## src/verilog/idecode_defines.svh

```systemverilog
// instruction decode field and bit definitions
`ifndef IDECODE_DEFINES_SVH
`define IDECODE_DEFINES_SVH

// opcode field positions
`define OP_BASE_MSB     7
`define OP_BASE_LSB     5
`define OP_IMM_BIT      4       // alu immediate form
`define OP_PTR0_MSB     3
`define OP_PTR0_LSB     2
`define OP_PTR1_MSB     1       // source 1 and destination
`define OP_PTR1_LSB     0
`define OP_LDST_MSB     4
`define OP_LDST_LSB     3
`define OP_AHI_MSB      2       // address bits 10:8
`define OP_AHI_LSB      0
`define OP_GRP_MSB      4
`define OP_GRP_LSB      3
`define OP_MISC_MSB     2
`define OP_MISC_LSB     0

// base operations
`define BASE_CTRL       3'd0
`define BASE_ADD        3'd1
`define BASE_SUB        3'd2
`define BASE_AND        3'd3
`define BASE_OR         3'd4
`define BASE_XOR        3'd5
`define BASE_LD         3'd6
`define BASE_ST         3'd7

// control groups, 2 and 3 illegal
`define GRP_MISC        2'd0
`define GRP_JMP         2'd1

// misc operations, 5 to 7 illegal
`define MISC_NOP        3'd0
`define MISC_HALT       3'd1
`define MISC_SET_BCZ    3'd2
`define MISC_SET_BCNZ   3'd3
`define MISC_CLR_BC     3'd4

// control register and status bits
`define CR_BCZ_BIT      0
`define CR_BCNZ_BIT     1
`define SR_OVF_BIT      0
`define SR_NZ_BIT       2
`define SR_Z_BIT        3

`endif

```

## src/verilog/idecode_pkg.sv

```systemverilog
// instruction decode types
package idecode_pkg;

    // one byte from fetch
    typedef logic [7:0] inst_t;

    // second byte of a two byte instruction
    typedef logic [7:0] imm_t;

    // register file select, four registers
    typedef logic [1:0] reg_ptr_t;

    // data or jump address, opcode high bits + immediate
    typedef logic [10:0] addr_t;

    // operation handed to execute
    typedef enum logic [3:0] {
        EXEC_NOP = 4'd0,
        ALU_ADD  = 4'd1,
        ALU_SUB  = 4'd2,
        ALU_AND  = 4'd3,
        ALU_OR   = 4'd4,
        ALU_XOR  = 4'd5,
        MEM_RD   = 4'd6,
        MEM_WR   = 4'd7,
        CPU_JMP  = 4'd8
    } exec_ctrl_e;

    // byte assembler state
    typedef enum logic {
        ASM_OPCODE = 1'b0,      // waiting for an opcode
        ASM_IMM    = 1'b1       // opcode held, waiting for its immediate
    } asm_state_e;

endpackage

```

## src/verilog/inst_assembler.sv

```systemverilog
// instruction byte assembler
`timescale 1ns/1ns

`include "idecode_defines.svh"

module inst_assembler (
    input  logic                clk,
    input  logic                reset_,
    input  idecode_pkg::inst_t  inst,
    input  logic                inst_vld,
    output logic                asm_vld,
    output idecode_pkg::inst_t  asm_op,
    output idecode_pkg::imm_t   asm_imm
);

    idecode_pkg::asm_state_e state;
    logic                    needs_imm;

    // which opcodes carry a second byte
    always_comb begin
        case (inst[`OP_BASE_MSB:`OP_BASE_LSB])
            `BASE_CTRL: needs_imm = (inst[`OP_GRP_MSB:`OP_GRP_LSB] == `GRP_JMP);
            `BASE_LD,
            `BASE_ST:   needs_imm = 1'b1;
            default:    needs_imm = inst[`OP_IMM_BIT];     // alu ops
        endcase
    end

    always_ff @(posedge clk) begin
        if (!reset_) begin
            state   <= idecode_pkg::ASM_OPCODE;
            asm_vld <= 1'b0;
        end else begin
            asm_vld <= 1'b0;                    // single cycle pulse
            if (inst_vld) begin
                case (state)
                    idecode_pkg::ASM_OPCODE: begin
                        if (needs_imm) begin
                            state <= idecode_pkg::ASM_IMM;
                        end else begin
                            asm_vld <= 1'b1;
                        end
                    end
                    idecode_pkg::ASM_IMM: begin
                        asm_vld <= 1'b1;
                        state   <= idecode_pkg::ASM_OPCODE;
                    end
                    default: state <= idecode_pkg::ASM_OPCODE;
                endcase
            end
        end
    end

    // opcode is held in asm_op until its immediate shows up
    always_ff @(posedge clk) begin
        if (inst_vld) begin
            if (state == idecode_pkg::ASM_OPCODE) begin
                asm_op  <= inst;
                asm_imm <= '0;
            end else begin
                asm_imm <= inst;
            end
        end
    end

endmodule

```

## src/verilog/op_decoder.sv

```systemverilog
// instruction decoder with branch condition and halt
`timescale 1ns/1ns

`include "idecode_defines.svh"

module op_decoder (
    input  logic                     clk,
    input  logic                     reset_,
    input  logic                     asm_vld,
    input  idecode_pkg::inst_t       asm_op,
    input  idecode_pkg::imm_t        asm_imm,
    input  logic [7:0]               sr,
    output logic                     exec_en,
    output idecode_pkg::exec_ctrl_e  exec_ctrl,
    output idecode_pkg::reg_ptr_t    src0,
    output logic                     src0_rd_en,
    output idecode_pkg::reg_ptr_t    src1,
    output logic                     src1_rd_en,
    output idecode_pkg::reg_ptr_t    dst,
    output idecode_pkg::imm_t        imm_val,
    output logic                     imm_vld,
    output idecode_pkg::addr_t       addr,
    output logic [1:0]               bc_mode,
    output logic                     halted,
    output logic                     fetch_en
);

    logic [2:0]              base_op;
    logic [1:0]              ctrl_grp;
    logic [2:0]              misc_op;
    idecode_pkg::reg_ptr_t   ptr0;
    idecode_pkg::reg_ptr_t   ptr1;
    idecode_pkg::reg_ptr_t   ldst_reg;
    idecode_pkg::addr_t      op_addr;
    logic                    decode;
    logic                    jmp_taken;

    idecode_pkg::exec_ctrl_e exec_ctrl_nxt;
    idecode_pkg::reg_ptr_t   src0_nxt;
    idecode_pkg::reg_ptr_t   src1_nxt;
    idecode_pkg::reg_ptr_t   dst_nxt;
    idecode_pkg::imm_t       imm_val_nxt;
    idecode_pkg::addr_t      addr_nxt;
    logic                    src0_rd_en_nxt;
    logic                    src1_rd_en_nxt;
    logic                    imm_vld_nxt;
    logic [1:0]              bc_mode_nxt;
    logic                    halted_nxt;

    function automatic idecode_pkg::exec_ctrl_e alu_ctrl(input logic [2:0] op);
        case (op)
            `BASE_ADD: return idecode_pkg::ALU_ADD;
            `BASE_SUB: return idecode_pkg::ALU_SUB;
            `BASE_AND: return idecode_pkg::ALU_AND;
            `BASE_OR:  return idecode_pkg::ALU_OR;
            `BASE_XOR: return idecode_pkg::ALU_XOR;
            default:   return idecode_pkg::EXEC_NOP;
        endcase
    endfunction

    assign base_op  = asm_op[`OP_BASE_MSB:`OP_BASE_LSB];
    assign ctrl_grp = asm_op[`OP_GRP_MSB:`OP_GRP_LSB];
    assign misc_op  = asm_op[`OP_MISC_MSB:`OP_MISC_LSB];
    assign ptr0     = asm_op[`OP_PTR0_MSB:`OP_PTR0_LSB];
    assign ptr1     = asm_op[`OP_PTR1_MSB:`OP_PTR1_LSB];
    assign ldst_reg = asm_op[`OP_LDST_MSB:`OP_LDST_LSB];
    assign op_addr  = {asm_op[`OP_AHI_MSB:`OP_AHI_LSB], asm_imm};
    assign decode   = asm_vld & ~halted;     // drop everything after halt

    // branch condition from bc_mode and status
    always_comb begin
        case ({bc_mode[`CR_BCNZ_BIT], bc_mode[`CR_BCZ_BIT]})
            2'b11:   jmp_taken = sr[`SR_OVF_BIT];
            2'b01:   jmp_taken = sr[`SR_Z_BIT];
            2'b10:   jmp_taken = sr[`SR_NZ_BIT];
            default: jmp_taken = 1'b1;          // unconditional
        endcase
    end

    always_comb begin
        exec_ctrl_nxt  = exec_ctrl;
        src0_nxt       = src0;
        src1_nxt       = src1;
        dst_nxt        = dst;
        imm_val_nxt    = imm_val;
        addr_nxt       = addr;
        src0_rd_en_nxt = 1'b0;
        src1_rd_en_nxt = 1'b0;
        imm_vld_nxt    = 1'b0;
        bc_mode_nxt    = bc_mode;
        halted_nxt     = halted;

        if (decode) begin
            exec_ctrl_nxt = idecode_pkg::EXEC_NOP;
            case (base_op)
                `BASE_CTRL: begin
                    if (ctrl_grp == `GRP_JMP) begin
                        addr_nxt = op_addr;     // jump target
                        if (jmp_taken) begin
                            exec_ctrl_nxt = idecode_pkg::CPU_JMP;
                        end
                    end else if (ctrl_grp == `GRP_MISC) begin
                        case (misc_op)
                            `MISC_HALT:     halted_nxt = 1'b1;
                            `MISC_SET_BCZ:  bc_mode_nxt[`CR_BCZ_BIT] = 1'b1;
                            `MISC_SET_BCNZ: bc_mode_nxt[`CR_BCNZ_BIT] = 1'b1;
                            `MISC_CLR_BC:   bc_mode_nxt = 2'b00;
                            default:        ;       // nop and illegal codes
                        endcase
                    end
                end
                `BASE_LD: begin
                    exec_ctrl_nxt = idecode_pkg::MEM_RD;
                    dst_nxt       = ldst_reg;
                    addr_nxt      = op_addr;
                end
                `BASE_ST: begin
                    exec_ctrl_nxt  = idecode_pkg::MEM_WR;
                    src0_nxt       = ldst_reg;
                    src0_rd_en_nxt = 1'b1;
                    addr_nxt       = op_addr;
                end
                default: begin
                    exec_ctrl_nxt  = alu_ctrl(base_op);
                    src0_nxt       = ptr0;
                    src0_rd_en_nxt = 1'b1;
                    dst_nxt        = ptr1;
                    if (asm_op[`OP_IMM_BIT]) begin
                        imm_val_nxt = asm_imm;
                        imm_vld_nxt = 1'b1;
                    end else begin
                        src1_nxt       = ptr1;
                        src1_rd_en_nxt = 1'b1;
                    end
                end
            endcase
        end
    end

    always_ff @(posedge clk) begin
        if (!reset_) begin
            exec_en    <= 1'b0;
            exec_ctrl  <= idecode_pkg::EXEC_NOP;
            src0       <= '0;
            src0_rd_en <= 1'b0;
            src1       <= '0;
            src1_rd_en <= 1'b0;
            dst        <= '0;
            imm_val    <= '0;
            imm_vld    <= 1'b0;
            addr       <= '0;
            bc_mode    <= 2'b00;
            halted     <= 1'b0;
            fetch_en   <= 1'b1;
        end else begin
            exec_en    <= decode;
            exec_ctrl  <= exec_ctrl_nxt;
            src0       <= src0_nxt;
            src0_rd_en <= src0_rd_en_nxt;
            src1       <= src1_nxt;
            src1_rd_en <= src1_rd_en_nxt;
            dst        <= dst_nxt;
            imm_val    <= imm_val_nxt;
            imm_vld    <= imm_vld_nxt;
            addr       <= addr_nxt;
            bc_mode    <= bc_mode_nxt;
            halted     <= halted_nxt;       // sticky
            fetch_en   <= ~halted_nxt;
        end
    end

endmodule

```

## src/verilog/idecode_top.sv

```systemverilog
// two stage instruction decode top
`timescale 1ns/1ns

module idecode_top (
    input  logic                     clk,
    input  logic                     reset_,
    input  idecode_pkg::inst_t       inst,
    input  logic                     inst_vld,
    input  logic [7:0]               sr,
    output logic                     exec_en,
    output idecode_pkg::exec_ctrl_e  exec_ctrl,
    output idecode_pkg::reg_ptr_t    src0,
    output logic                     src0_rd_en,
    output idecode_pkg::reg_ptr_t    src1,
    output logic                     src1_rd_en,
    output idecode_pkg::reg_ptr_t    dst,
    output idecode_pkg::imm_t        imm_val,
    output logic                     imm_vld,
    output idecode_pkg::addr_t       addr,
    output logic [1:0]               bc_mode,
    output logic                     halted,
    output logic                     fetch_en
);

    logic               asm_vld;    // one pulse per instruction
    idecode_pkg::inst_t asm_op;
    idecode_pkg::imm_t  asm_imm;

    inst_assembler u_inst_assembler (
        .clk        (clk),
        .reset_     (reset_),
        .inst       (inst),
        .inst_vld   (inst_vld),
        .asm_vld    (asm_vld),
        .asm_op     (asm_op),
        .asm_imm    (asm_imm)
    );

    op_decoder u_op_decoder (
        .clk        (clk),
        .reset_     (reset_),
        .asm_vld    (asm_vld),
        .asm_op     (asm_op),
        .asm_imm    (asm_imm),
        .sr         (sr),
        .exec_en    (exec_en),
        .exec_ctrl  (exec_ctrl),
        .src0       (src0),
        .src0_rd_en (src0_rd_en),
        .src1       (src1),
        .src1_rd_en (src1_rd_en),
        .dst        (dst),
        .imm_val    (imm_val),
        .imm_vld    (imm_vld),
        .addr       (addr),
        .bc_mode    (bc_mode),
        .halted     (halted),
        .fetch_en   (fetch_en)
    );

endmodule

```

## config.mk

```make
export PLATFORM = sky130hd
export DESIGN_NAME = idecode_top
export DESIGN_NICKNAME = d
export VERILOG_FILES = /design/src/verilog/idecode_pkg.sv /design/src/verilog/inst_assembler.sv /design/src/verilog/op_decoder.sv /design/src/verilog/idecode_top.sv
export VERILOG_INCLUDE_DIRS = /design/src /design/src/verilog
export SDC_FILE = /design/constraint.sdc
export NUM_CORES = 1
export LEC_CHECK = 0
export ABC_AREA = 1
export BUFFER_PORTS_ARGS = -buffer_cell sky130_fd_sc_hd__buf_2
export CAP_MARGIN = 40
export CORE_UTILIZATION = 48
export DETAILED_ROUTE_END_ITERATION = 16
export PLACE_DENSITY_LB_ADDON = 0.25
export SLEW_MARGIN = 30
export SYNTH_ARGS = -nofsm -noshare
export SYNTH_HDL_FRONTEND = slang
export SYNTH_SLANG_ARGS = --single-unit
```

## constraint.sdc

```tcl
create_clock -name clk -period 1.5 [get_ports clk]
set_clock_uncertainty 0.2 [all_clocks]
set_input_delay 0.225 -clock clk [delete_from_list [all_inputs] [get_ports clk]]
set_output_delay 0.225 -clock clk [all_outputs]
set_load 0.005 [all_outputs]
```

==> results list, run 1 <==
- Status: finished with violations
* Vias after detailed routing: 2,211
- After Yosys synthesis, XOR and XNOR cells account for 0% of the synthesized area.
- After clock tree synthesis, the clock-pin slew on the worst setup and hold paths is 90 ps.
- Gp weighted congestion: 0.896
- Setup violations remaining at the end of the flow were counted as 27.
- The critical path goes through nor2_4 > nand2_4 > nand2_4 > buf_6 > nand4_1 > nand2_1 > nor2_1.
* Count of yosys warnings during synthesis: 0
- The detailed router finished its first iteration with 143 violations.
- First-pass iteration count of the detailed router: 5
- First-pass GRT wire length: 8940 um
- Global routing used 21.8% of the available tracks across all layers.
* Fraction of power consumed by sequential logic: 56.9%
* Hold path depth: 3
* Crit path required time: 1510 ps
* Most common cell after layout, fill and taps aside: nand2_1
- Internal power comes to 2.11 mW.
- The cell that appears most often on the critical path is nand2_4.
- The slowest stage of the critical path is the edfxtp_1 cell.
- Mux contribution to synthesized area: 0%
- After layout, the worst setup slack is -126 ps.
- Setup Total Neg Slack: -1480 ps
* Count of pins over their slew limit: 0
* # diodes: 0
- Clock Power Share: 28.2%
* Antenna violations before repair: 0
* Cell area after synthesis: 2460 um^2
- Height of the chip: 73.6 um
- The clock drives 55 sinks.
- Each instance of the synthesized netlist takes up on average 7.70 um^2.
- Proportion of total power due to net switching: 26.8%
* Largest net degree at the start of global routing: 25
- VDD sags by at most 0.627 mV.
* Tot Pwr: 2.88 mW
- Synth-to-Final Area Change: 29.1%
* Combinational family with the most area after synthesis: simple AND/OR/NAND/NOR gates
- H-tree depth: 2
* Power Dens Cells: 906 nW/um^2
- The min-delay analysis places its worst path in the category in2reg.
* Worst endpoint data arrival time: 1640 ps
- After legalization and detailed placement, the total HPWL measured 3730 um.
- Max Clk Rate: 615 MHz
- For this configuration, the core starts out at a cell density of 51.1%.
* Number of maximum-capacitance constraint violations: 0
- Count of input and output buffers: 50
- Hold is met by 31.7 ps.
- Routed vias/inst: 4.74
- In this run the worst path has a maximum fanout of 6.
- Normalized max-slew margin: 78.0%
- In this run, synthesis produced a sequential element count of 55.
* Total overflow reported by the global router: 0
- In this run the count of I/O pins placed on the die edge is 56.
- Synth Area in Adders: 2.03%
- In the routed design, unresolved DRC markers number 0.
* Maximum buffer depth of the clock tree: 2
- Clock tree from TritonCTS: built
- The number of cells on the worst reg-to-reg path is 7.
- Remaining antenna violation count: 0
* Area of the die: 5420 um^2
* Type of element launching the critical path: register
- Crit. End Element: register
* Via count of the first global-routing pass: 1,986
- The worst hold path begins at reset_.
- The worst register-to-register path has a setup slack of -130 ps.
- The synthesized netlist devotes 30.5% of its cell area to simple gates.
- The floorplan has 25 rows.
* Worst Setup Slack post-DPL: -169 ps
- Switch Pwr: 0.773 mW
- Clock root buffer master: clkbuf_8
* WL final: 5450 um
- Post-synthesis compound-gate area fraction: 4.72%
- R2R Path End: u_op_decoder.addr[7]$_SDFFE_PN0P_
* Die Span X: 73.6 um
- Worst R2R Start: u_inst_assembler.asm_op[7]$_DFFE_PP_
- Most used cells in the layout excluding fill and tap cells: nand2_1, inv_1, nor2_1
- Mapped Cells: 320
* Utilization of the core after routing: 66.0%
- The checks that failed: setup timing.
- The net count of the finished layout is 421.
- Number of fill cells in the layout: 445
- Of the synthesized area, sequential elements account for 51.2%.
- The core region is 4820 um^2.
- After layout, the minimum clock period comes to 1630 ps.
- Num CTS Buffers: 5
* Average wire per cell in the routed design: 11.7 um
- At the pin with the least slew margin, the transition time is 330 ps.
- Setup repair after global routing could not meet its margin everywhere.
- Of the cells placed in the final design, the portion with a size suffix greater than 1 is 25.6%.
* Critical path type: reg2reg
- For this design the static power due to leakage is 1.59 nW.
- In the finished design, the share of the clock period the worst path needs comes to 108%.
* Crit path largest cell delay: 520 ps
- Relative contribution of combinational cells to total power: 14.9%
* Net Count, Synth: 343
* End point of the worst hold path: u_op_decoder.exec_ctrl[2]$_SDFFE_PN0N_
* Number of distinct standard cells referenced by the synthesized netlist: 24
- Number of hold violations in the final report: 0
- Skew-Pair Late Insertion Delay: 310 ps
## registers in the layout, summed over array words and instances, names as in the netlist, 2 cells and up
signal / count
u_op_decoder.dst: 2
u_op_decoder.imm_val: 8
u_op_decoder.exec_ctrl: 4
u_op_decoder.src0: 2
u_op_decoder.addr: 11
u_inst_assembler.asm_imm: 8
u_inst_assembler.asm_op: 8
u_op_decoder.src1: 2
u_op_decoder.bc_mode: 2
## metal layers
layer | GRT usage, % | part of all wire (%)
met4 | 6.20 | 1.5
met3 | 4.66 | 5.2
met2 | 37.6 | 48
met1 | 27.5 | 46
met5 | 0 | 0
## synth_stat cells
cell type / instances / area, um^2
a21oi_2: 1 / 8.76
nand2_1: 67 / 251
inv_2: 3 / 11.3
buf_2: 5 / 25.0
nand2_4: 2 / 22.5
nand2_2: 1 / 6.26
buf_1: 1 / 3.75
o211ai_1: 1 / 7.51
clkbuf_1: 2 / 7.51
dfxtp_1: 39 / 781
edfxtp_1: 16 / 480
nor2_4: 2 / 22.5
nand3_1: 9 / 45.0
nor3_1: 7 / 35.0
buf_6: 1 / 11.3
ha_1: 4 / 50.1
a21oi_1: 12 / 60.1
nand4_1: 21 / 131
o21ai_0: 8 / 40.0
nand3_2: 2 / 20.0
buf_4: 1 / 7.51
inv_1: 58 / 218
nor3b_1: 1 / 7.51
nor2_1: 56 / 210
## per-stage QoR
step / cells / area [um^2]
2_1_floorplan: 320 / 2470
3_3_place_gp: 446 / 2890
3_5_place_dp: 446 / 2890
5_1_grt: 466 / 3180
4_1_cts: 465 / 3150
6_report: 466 / 3180
## cells by family (layout without fill, tap and decap cells)
family | count (synthesis) | in the layout
AO/OA/AOI/OAI | 22 | 22
adder cells (fa/ha/maj) | 4 | 4
buffers and inverters | 71 | 150
flip-flops | 55 | 55
AND/OR/NAND/NOR | 168 | 168
## power groups by stage
stage,combinational [mW],sequential [mW],clock (mW)
after floorplan,0.216,1.67,0
after global placement,0.350,1.67,0
after detailed placement,0.359,1.67,0
after CTS,0.409,1.64,0.822
after global routing,0.481,1.65,0.877
final,0.428,1.64,0.813
## area by class of cell
| type | instances | area, um^2 | share of cell area (%) |
|---|---|---|---|
| multi-input cells | 194 | 988 | 31.1 |
| flip-flops and latches | 55 | 1260 | 39.7 |
| repair buffers | 81 | 526 | 16.5 |
| clock inverters | 3 | 20.0 | 0.630 |
| well taps | 67 | 83.8 | 2.64 |
| clock buffers | 5 | 68.8 | 2.16 |
| inverters | 61 | 231 | 7.28 |
## worst max path at each step
| stage | startpoint | slack (ps) | end | cells past startpoint |
|---|---|---|---|---|
| global route | u_inst_assembler.asm_op[7]$_DFFE_PP_ | -230 | u_op_decoder.addr[7]$_SDFFE_PN0P_ | 7 |
| finish | u_inst_assembler.asm_op[7]$_DFFE_PP_ | -130 | u_op_decoder.addr[7]$_SDFFE_PN0P_ | 7 |
| global placement | u_inst_assembler.asm_op[7]$_DFFE_PP_ | -100 | u_op_decoder.imm_val[5]$_SDFFE_PN0P_ | 6 |
| floorplan | u_inst_assembler.asm_op[7]$_DFFE_PP_ | 7 | u_op_decoder.addr[0]$_SDFFE_PN0P_ | 7 |
| detailed placement | u_inst_assembler.asm_op[7]$_DFFE_PP_ | -170 | u_op_decoder.imm_val[6]$_SDFFE_PN0P_ | 6 |
| CTS | u_inst_assembler.asm_op[6]$_DFFE_PP_ | -80 | u_op_decoder.addr[7]$_SDFFE_PN0P_ | 7 |
## timing repair
item	4_1_cts	5_1_grt
hold buffers	8	0
cloned	1	0
endpoints found under the hold margin	10	0
setup buffers	2	4
resized for setup	13	7
pin swaps	5	6
setup endpoints to repair	30	37
## worst max-delay path, delay by kind of cell, from the launching register on
kind,cells,cell delay [ps]
flops,1,520
buf+inv,1,120
simple gates,6,700
Power figures use the tool's default switching activity.
==> inputs of run 2 (changes only) <==
--- a/config.mk
+++ b/config.mk
@@ -15,4 +15,5 @@
 export SLEW_MARGIN = 30
 export SYNTH_ARGS = -nofsm -noshare
 export SYNTH_HDL_FRONTEND = slang
+export SYNTH_HIERARCHICAL = 1
 export SYNTH_SLANG_ARGS = --single-unit
==> run 2 against run 1 <==
The run still ends with setup timing left. Cell area up 0.63%. Largest power group unchanged. Routed wire length down 2.1%. Critical path type unchanged. Synthesized area down 4.2%. Critical endpoint is now u_op_decoder/addr[2]$_SDFFE_PN0P_. Combinational power up 4%. Sequential cell count unchanged. Hold slack better by 11 ps. Via count down 5.9%. Sequential share of layout area down 0.21 points.
==> results list, run 2 <==
- Status: finished with violations
- Failing checks: setup timing
- The detailed router placed 2,081 vias in this run.
- In this run, synthesis inferred 16 flip-flops with an integrated enable.
- RSZ-0062 raised after global routing: yes
- Prior to clock tree synthesis, the placed netlist has a worst setup slack of -62.4 ps.
- Cell area after synthesis: 2360 um^2
- Sequential elements use 53.4% of the synthesized area.
- Hold Startpoint: reset_
- Maximum buffer depth of the clock tree: 2
- Skew-Pair Late Insertion Delay: 300 ps
- Clock root buffer master: clkbuf_8
- From synthesis to final layout, the design area changed by 35.5%.
- The most critical setup path has its startpoint at u_inst_assembler/asm_op[7]$_DFFE_PP_.
- Async set-or-reset flop fraction in the synthesized netlist: 0%
- Worst endpoint data arrival time: 1620 ps
- Once layout is done, the placed cells without fillers occupy 3200 um^2.
- Setup slack on the critical path of the routed design comes to -67.4 ps.
- Effective utilization at floorplan: 50.0%
- For this run, the post-layout net count is 394.
* Lkg Pwr: 1.56 nW
* Remaining antenna violation count: 0
- The worst setup path is captured at a register.
* Number of violations reported at the end of detailed-routing iteration 0: 105
- 56 I/O pins were placed.
- Leading area contributor after synthesis: dfxtp_1
- Via count of the first global-routing pass: 1,878
- Clock-pin slew on the worst setup and hold paths: 90 ps
- The number of cells on the worst reg-to-reg path is 8.
- The netlist uses 22 different library cells.
- More flip-flops sit in one register than any other, and that register is u_op_decoder/addr.
* Worst Hold Slack: 43.1 ps
* Average wire per cell in the routed design: 12.1 um
- By count the netlist is led by nand2_1, nor2_1, inv_1.
- Hold Crit Class: in2reg
- Fraction of the cycle the final worst path needs: 104%
- Main area contributors after synthesis: dfxtp_1, edfxtp_1, nand2_1
- # diodes: 0
- The worst setup path is launched from a register.
- The final max-slew violation count is 0.
* R2R Path End: u_op_decoder/addr[2]$_SDFFE_PN0P_
* Transition at the pin with the smallest max-transition slack: 707 ps
* Reg2Reg Setup Slack: -70 ps
* Placed cell areas: 2780 um^2
- Dominant register cell in the synthesized netlist: dfxtp_1
- The final hold violation count came to 0.
- The register with the most flip-flops in the layout has 11 of them.
* Total overflow reported by the global router: 0
- The Yosys step of the flow raised 6 warnings.
* Total clock sinks: 55
- After floorplanning, the core was sized to cover 4720 um^2.
* Final number of setup-violating endpoints: 17
* CP Max Fanout: 5
- TritonCTS built the clock tree.
* Critical path destination: u_op_decoder/addr[2]$_SDFFE_PN0P_
- Power Dens Cells: 949 nW/um^2
- Overall Global Routing Usage: 19.8%
- Cells with a size suffix above 1 make up 33.0% of the layout.
- In the layout the commonest cells are nand2_1, buf_2, nor2_1.
- The number of clock buffers added by TritonCTS is 5.
- Height of the chip: 72.1 um
- Derived from the worst setup path, the maximum achievable clock frequency is 638 MHz.
- Mapped Cells: 296
- Using the TritonRoute via totals, the vias-per-cell ratio works out to 4.70.
- The floorplan has 25 rows.
- The count of buffers added on input and output ports is 50.
* Normalized max-slew margin: 52.7%
- Worst R2R Start: u_inst_assembler/asm_op[7]$_DFFE_PP_
- First-pass iteration count of the detailed router: 4
* Library cell with the highest instance count after synthesis: nand2_1
- The floorplan step defined a die boundary enclosing 5200 um^2.
* Net Count, Synth: 315
* WL final: 5340 um
- Data on the critical path is required at its endpoint by 1550 ps.
* Worst VDD drop: 0.507 mV
* Final critical delay including setup and external delays: 1570 ps
* Post-detailed-route DRC marker count: 0
* Number of maximum-capacitance constraint violations: 0
- Area share of the largest cell type after synthesis: 33.1%
- Largest net degree at the start of global routing: 24
- Most common cell after layout, fill and taps aside: nand2_1
- The die is 72.1 um wide.
- The H-tree was split into 2 levels.
* Gp weighted congestion: 0.781
- After synthesis, the mean cell area works out to 7.98 um^2.
- Critical path type: reg2reg
- The initial antenna violation count was 0.
* HPWL reported at the end of detailed placement: 3450 um
- The synthesized design contains 55 register bits.
- First-pass GRT wire length: 7950 um
==> run 2: repair_timing <==
item,in CTS,in global routing
setup buffers,0,3
pin swaps,3,15
resized for setup,10,27
endpoints found under the hold margin,11,0
cloned,0,4
hold buffers,9,0
endpoints found under the setup margin,11,30
==> run 2: cell type report <==
type,instances,area [um^2]
fill,395,1520
sequential,55,1260
multi-input combinational,186,987
timing repair buffer,81,586
inverter,46,173
tap,67,83.8
clock buffer,5,68.8
clock inverter,3,38.8
==> run 2: cell families after synthesis <==
kind of cell	after synthesis	synth area share, %
compound gates	30	6.57
simple gates	155	29.5
buf+inv	56	10.5
flops	55	53.4
==> run 2: worst min-delay path by stage <==
| stage | endpoint | cells after the start |
|---|---|---|
| floorplan | u_inst_assembler/state$_SDFFE_PN0P_ | 1 |
| global placement | u_inst_assembler/asm_op[0]$_DFFE_PP_ | 1 |
| detailed placement | u_inst_assembler/asm_op[0]$_DFFE_PP_ | 1 |
| CTS | u_op_decoder/exec_ctrl[2]$_SDFFE_PN0N_ | 3 |
| global route | u_op_decoder/exec_ctrl[2]$_SDFFE_PN0N_ | 3 |
| finish | u_op_decoder/exec_ctrl[2]$_SDFFE_PN0N_ | 3 |
==> run 2: worst max-delay path, cell delays in order (launching register included) <==
cell,delay [ps]
edfxtp_1,490
nor2_4,140
nand2_4,110
nand2_4,120
nand2_8,80
buf_6,140
nand3_1,80
nand2_1,70
nor2_1,90
==> run 2: stage by stage <==
stage | utilization, % | TNS [ps] | power [mW] | std cells
global route | 67.7 | -2510 | 3.15 | 443
finish | 67.7 | -708 | 3.04 | 443
detailed placement | 58.8 | -113 | 2.02 | 419
global placement | 58.8 | -13.5 | 2.01 | 419
CTS | 63.8 | -226 | 2.98 | 436
floorplan | - | 0 | 1.88 | 296
==> run 2: report_power, final <==
| group | switching (mW) | internal (mW) |
|---|---|---|
| Combinational | 0.246 | 0.198 |
| Sequential | 0.0416 | 1.60 |
| Clock | 0.462 | 0.489 |
==> run 2: metal layers <==
metal | vias to the layer above | global-route usage [%] | wire length, um
li1 | 1076 | - | -
met1 | 936 | 25.6 | 2310
met2 | 60 | 33.3 | 2680
met3 | 9 | 4.17 | 257
met4 | 0 | 5.88 | 87
met5 | - | 0 | 0
==> inputs of run 3 (changes only) <==
--- a/config.mk
+++ b/config.mk
@@ -9,7 +9,7 @@
 export ABC_AREA = 1
 export BUFFER_PORTS_ARGS = -buffer_cell sky130_fd_sc_hd__buf_2
 export CAP_MARGIN = 40
-export CORE_UTILIZATION = 48
+export CORE_UTILIZATION = 30
 export DETAILED_ROUTE_END_ITERATION = 16
 export PLACE_DENSITY_LB_ADDON = 0.25
 export SLEW_MARGIN = 30
==> run 3 against run 2 <==
The flow still finishes with violations (setup timing). Maximum frequency increased by 3.5%. Count of clock-buffer cells in the layout is 2 higher. Cell count up 7.0%. Combinational power down 11%. Worst setup slack better by 53 ps. Global-route usage is 6.5 points lower. Cell area is 3.3% lower. Largest power group unchanged. Highest routed layer unchanged.
==> results list, run 3 (synthesized netlist as in run 2, its figures left out) <==
- Status: finished with violations
- The final reports fail on setup timing.
- Summing all placed instances gives a cell area of 2850 um^2.
- Crit path max-delay family: flip-flops
- For this configuration, the core starts out at a cell density of 31.7%.
* HPWL reported at the end of detailed placement: 3680 um
- TritonCTS built the clock tree.
- In the routed layout, each cell is associated on average with a via count of 4.34.
* CP Cell Sequence: nand2_4 > buf_12 > nor2_4 > nand2_1 > o21ai_1 > nand2_1 > a21oi_1
- Antenna violations before repair: 0
* Remaining antenna violation count: 0
- Setup repair after global routing could not meet its margin everywhere.
* Area of the die: 8230 um^2
- Register ranked first by flip-flop count: u_op_decoder/addr
- Count of input and output buffers: 50
* Overall Global Routing Usage: 13.2%
- Total overflow reported by the global router: 0
- CP Max Fanout: 5
* Minimum setup slack in the final design: -14.5 ps
- Placeable core area: 7450 um^2
* Worst Setup Slack post-DPL: -42.5 ps
* Critical path type: reg2reg
- Cell type with the highest occurrence count on the critical path: nand2_1
* Placement Rows: 31
- Data on the critical path arrives at its endpoint at 1540 ps.
* Gp weighted congestion: 0.786
- Total power for the finished layout comes to 2.84 mW.
* Largest net degree at the start of global routing: 28
- Number of hold violations in the final report: 0
- First-pass GRT wire length: 8670 um
- Post-detailed-route DRC marker count: 0
* Io pins: 56
* Synth-to-Final Area Change: 31.1%
* WL final: 5240 um
* Crit path largest cell delay: 470 ps
- Worst VDD drop: 0.359 mV
- STA classifies the critical path startpoint as a register.
- After detailed routing, the average wire length per cell comes to 11.1 um.
* Final number of setup-violating endpoints: 16
- STA classifies the critical path endpoint as a register.
- Hold Crit Class: in2reg
- Final instance area: 3090 um^2
- Post-layout nets: 393
* First-pass iteration count of the detailed router: 4
- Skew-Pair Late Insertion Delay: 310 ps
* Crit path required time: 1530 ps
- Fraction of layout instances using a drive strength above 1: 28.0%
- Transition at the pin with the smallest max-transition slack: 648 ps
- H-tree depth: 2
* Die Span X: 90.7 um
- # diodes: 0
* Clock root buffer master: clkbuf_8
- Detailed routing inserted a total of 2,058 vias.
* Most common cell after layout, fill and taps aside: nand2_1
- Flip-flop count of the largest register, all copies and words added: 11
- For this design, the sink count on the clock tree is 55.
* Fraction of the cycle the final worst path needs: 101%
- Counting I/O delays and the setup requirement, the final critical path takes 1510 ps.
- Num CTS Buffers: 5
- For this design, the slowest cell found on the critical path is edfxtp_1.
* Max Clk Rate: 660 MHz
- Count of pins over their slew limit: 0
* Most used cells in the layout excluding fill and tap cells: nand2_1, buf_2, nor2_1
- Max-cap violations in this run came to 0.
- Height of the chip: 90.7 um
- Clock-pin slew on the worst setup and hold paths: 90 ps
- Number of violations reported at the end of detailed-routing iteration 0: 74
- Counting both buffers and inverters, the worst setup path holds a total of 1.
- Power Dens Cells: 917 nW/um^2
* Maximum buffer depth of the clock tree: 2
* Normalized max-slew margin: 56.7%
* Lkg Pwr: 1.53 nW
* Via count of the first global-routing pass: 1,936
## run 3: cell types whose count changed in the layout (fill, tap and decap cells not counted), moves of 2 or more
cell / delta
nand3_1: +2
a21oi_2: -9
a21oi_1: +9
nor2_1: +3
clkbuf_1: +2
nor2_2: -2
inv_1: +2
clkbuf_16: -2
inv_2: -2
nand3_2: -2
## run 3: power breakdown
group          leakage, nW  internal (mW)  switching, mW
sequential           0.476           1.60         0.0402
combinational         1.02          0.177          0.220
clock               0.0385          0.332          0.470
## run 3: timing repair
| item | in CTS | in global routing |
|---|---|---|
| pin swaps | 2 | 10 |
| resized for setup | 7 | 9 |
| hold buffers | 9 | 0 |
| setup endpoints to repair | 26 | 30 |
| setup buffers | 1 | 1 |
| endpoints found under the hold margin | 10 | 0 |
## run 3: through the flow
step	TNS, ps	utilization, %	instances	hold WS, ps
detailed placement	-176	38.2	455	232
floorplan	0	-	296	118
finish	-77.8	41.5	474	71.6
global route	-3010	41.5	474	97.9
CTS	-84.2	41.0	473	68.8
global placement	0	38.2	455	237
## run 3: worst min-delay path, stage by stage
cell and delay (ps):
buf_2 90, inv_1 40, nand2_1 40, nand4_1 80, a21oi_1 50
## run 3: layer usage
metal | vias up | track usage [%] | part of all wire (%)
met5 | - | 0 | 0
met2 | 48 | 20.8 | 44
met1 | 935 | 17.5 | 49
li1 | 1067 | - | -
met4 | 0 | 5.65 | 1.9
met3 | 8 | 2.69 | 5.1
## run 3: final cells by class
cell class / instances / area [um^2]
tap: 99 / 124
clock buffer: 7 / 76.3
timing repair buffer: 81 / 563
multi-input combinational: 185 / 888
fill: 811 / 4350
clock inverter: 1 / 7.51
sequential: 55 / 1260
inverter: 46 / 173
## run 3: worst paths after layout
kind | startpoint | cells past startpoint | slack (ps) | endpoint
setup reg to reg | u_inst_assembler/asm_op[7]$_DFFE_PP_ | 7 | -10 | u_op_decoder/src0[0]$_SDFFE_PN0P_
setup / recovery | u_inst_assembler/asm_op[7]$_DFFE_PP_ | 7 | -10 | u_op_decoder/src0[0]$_SDFFE_PN0P_
hold reg to reg | u_op_decoder/dst[1]$_SDFFE_PN0P_ | 2 | 270 | u_op_decoder/dst[1]$_SDFFE_PN0P_
hold / removal | sr[2] | 5 | 70 | u_op_decoder/exec_ctrl[3]$_SDFFE_PN0N_
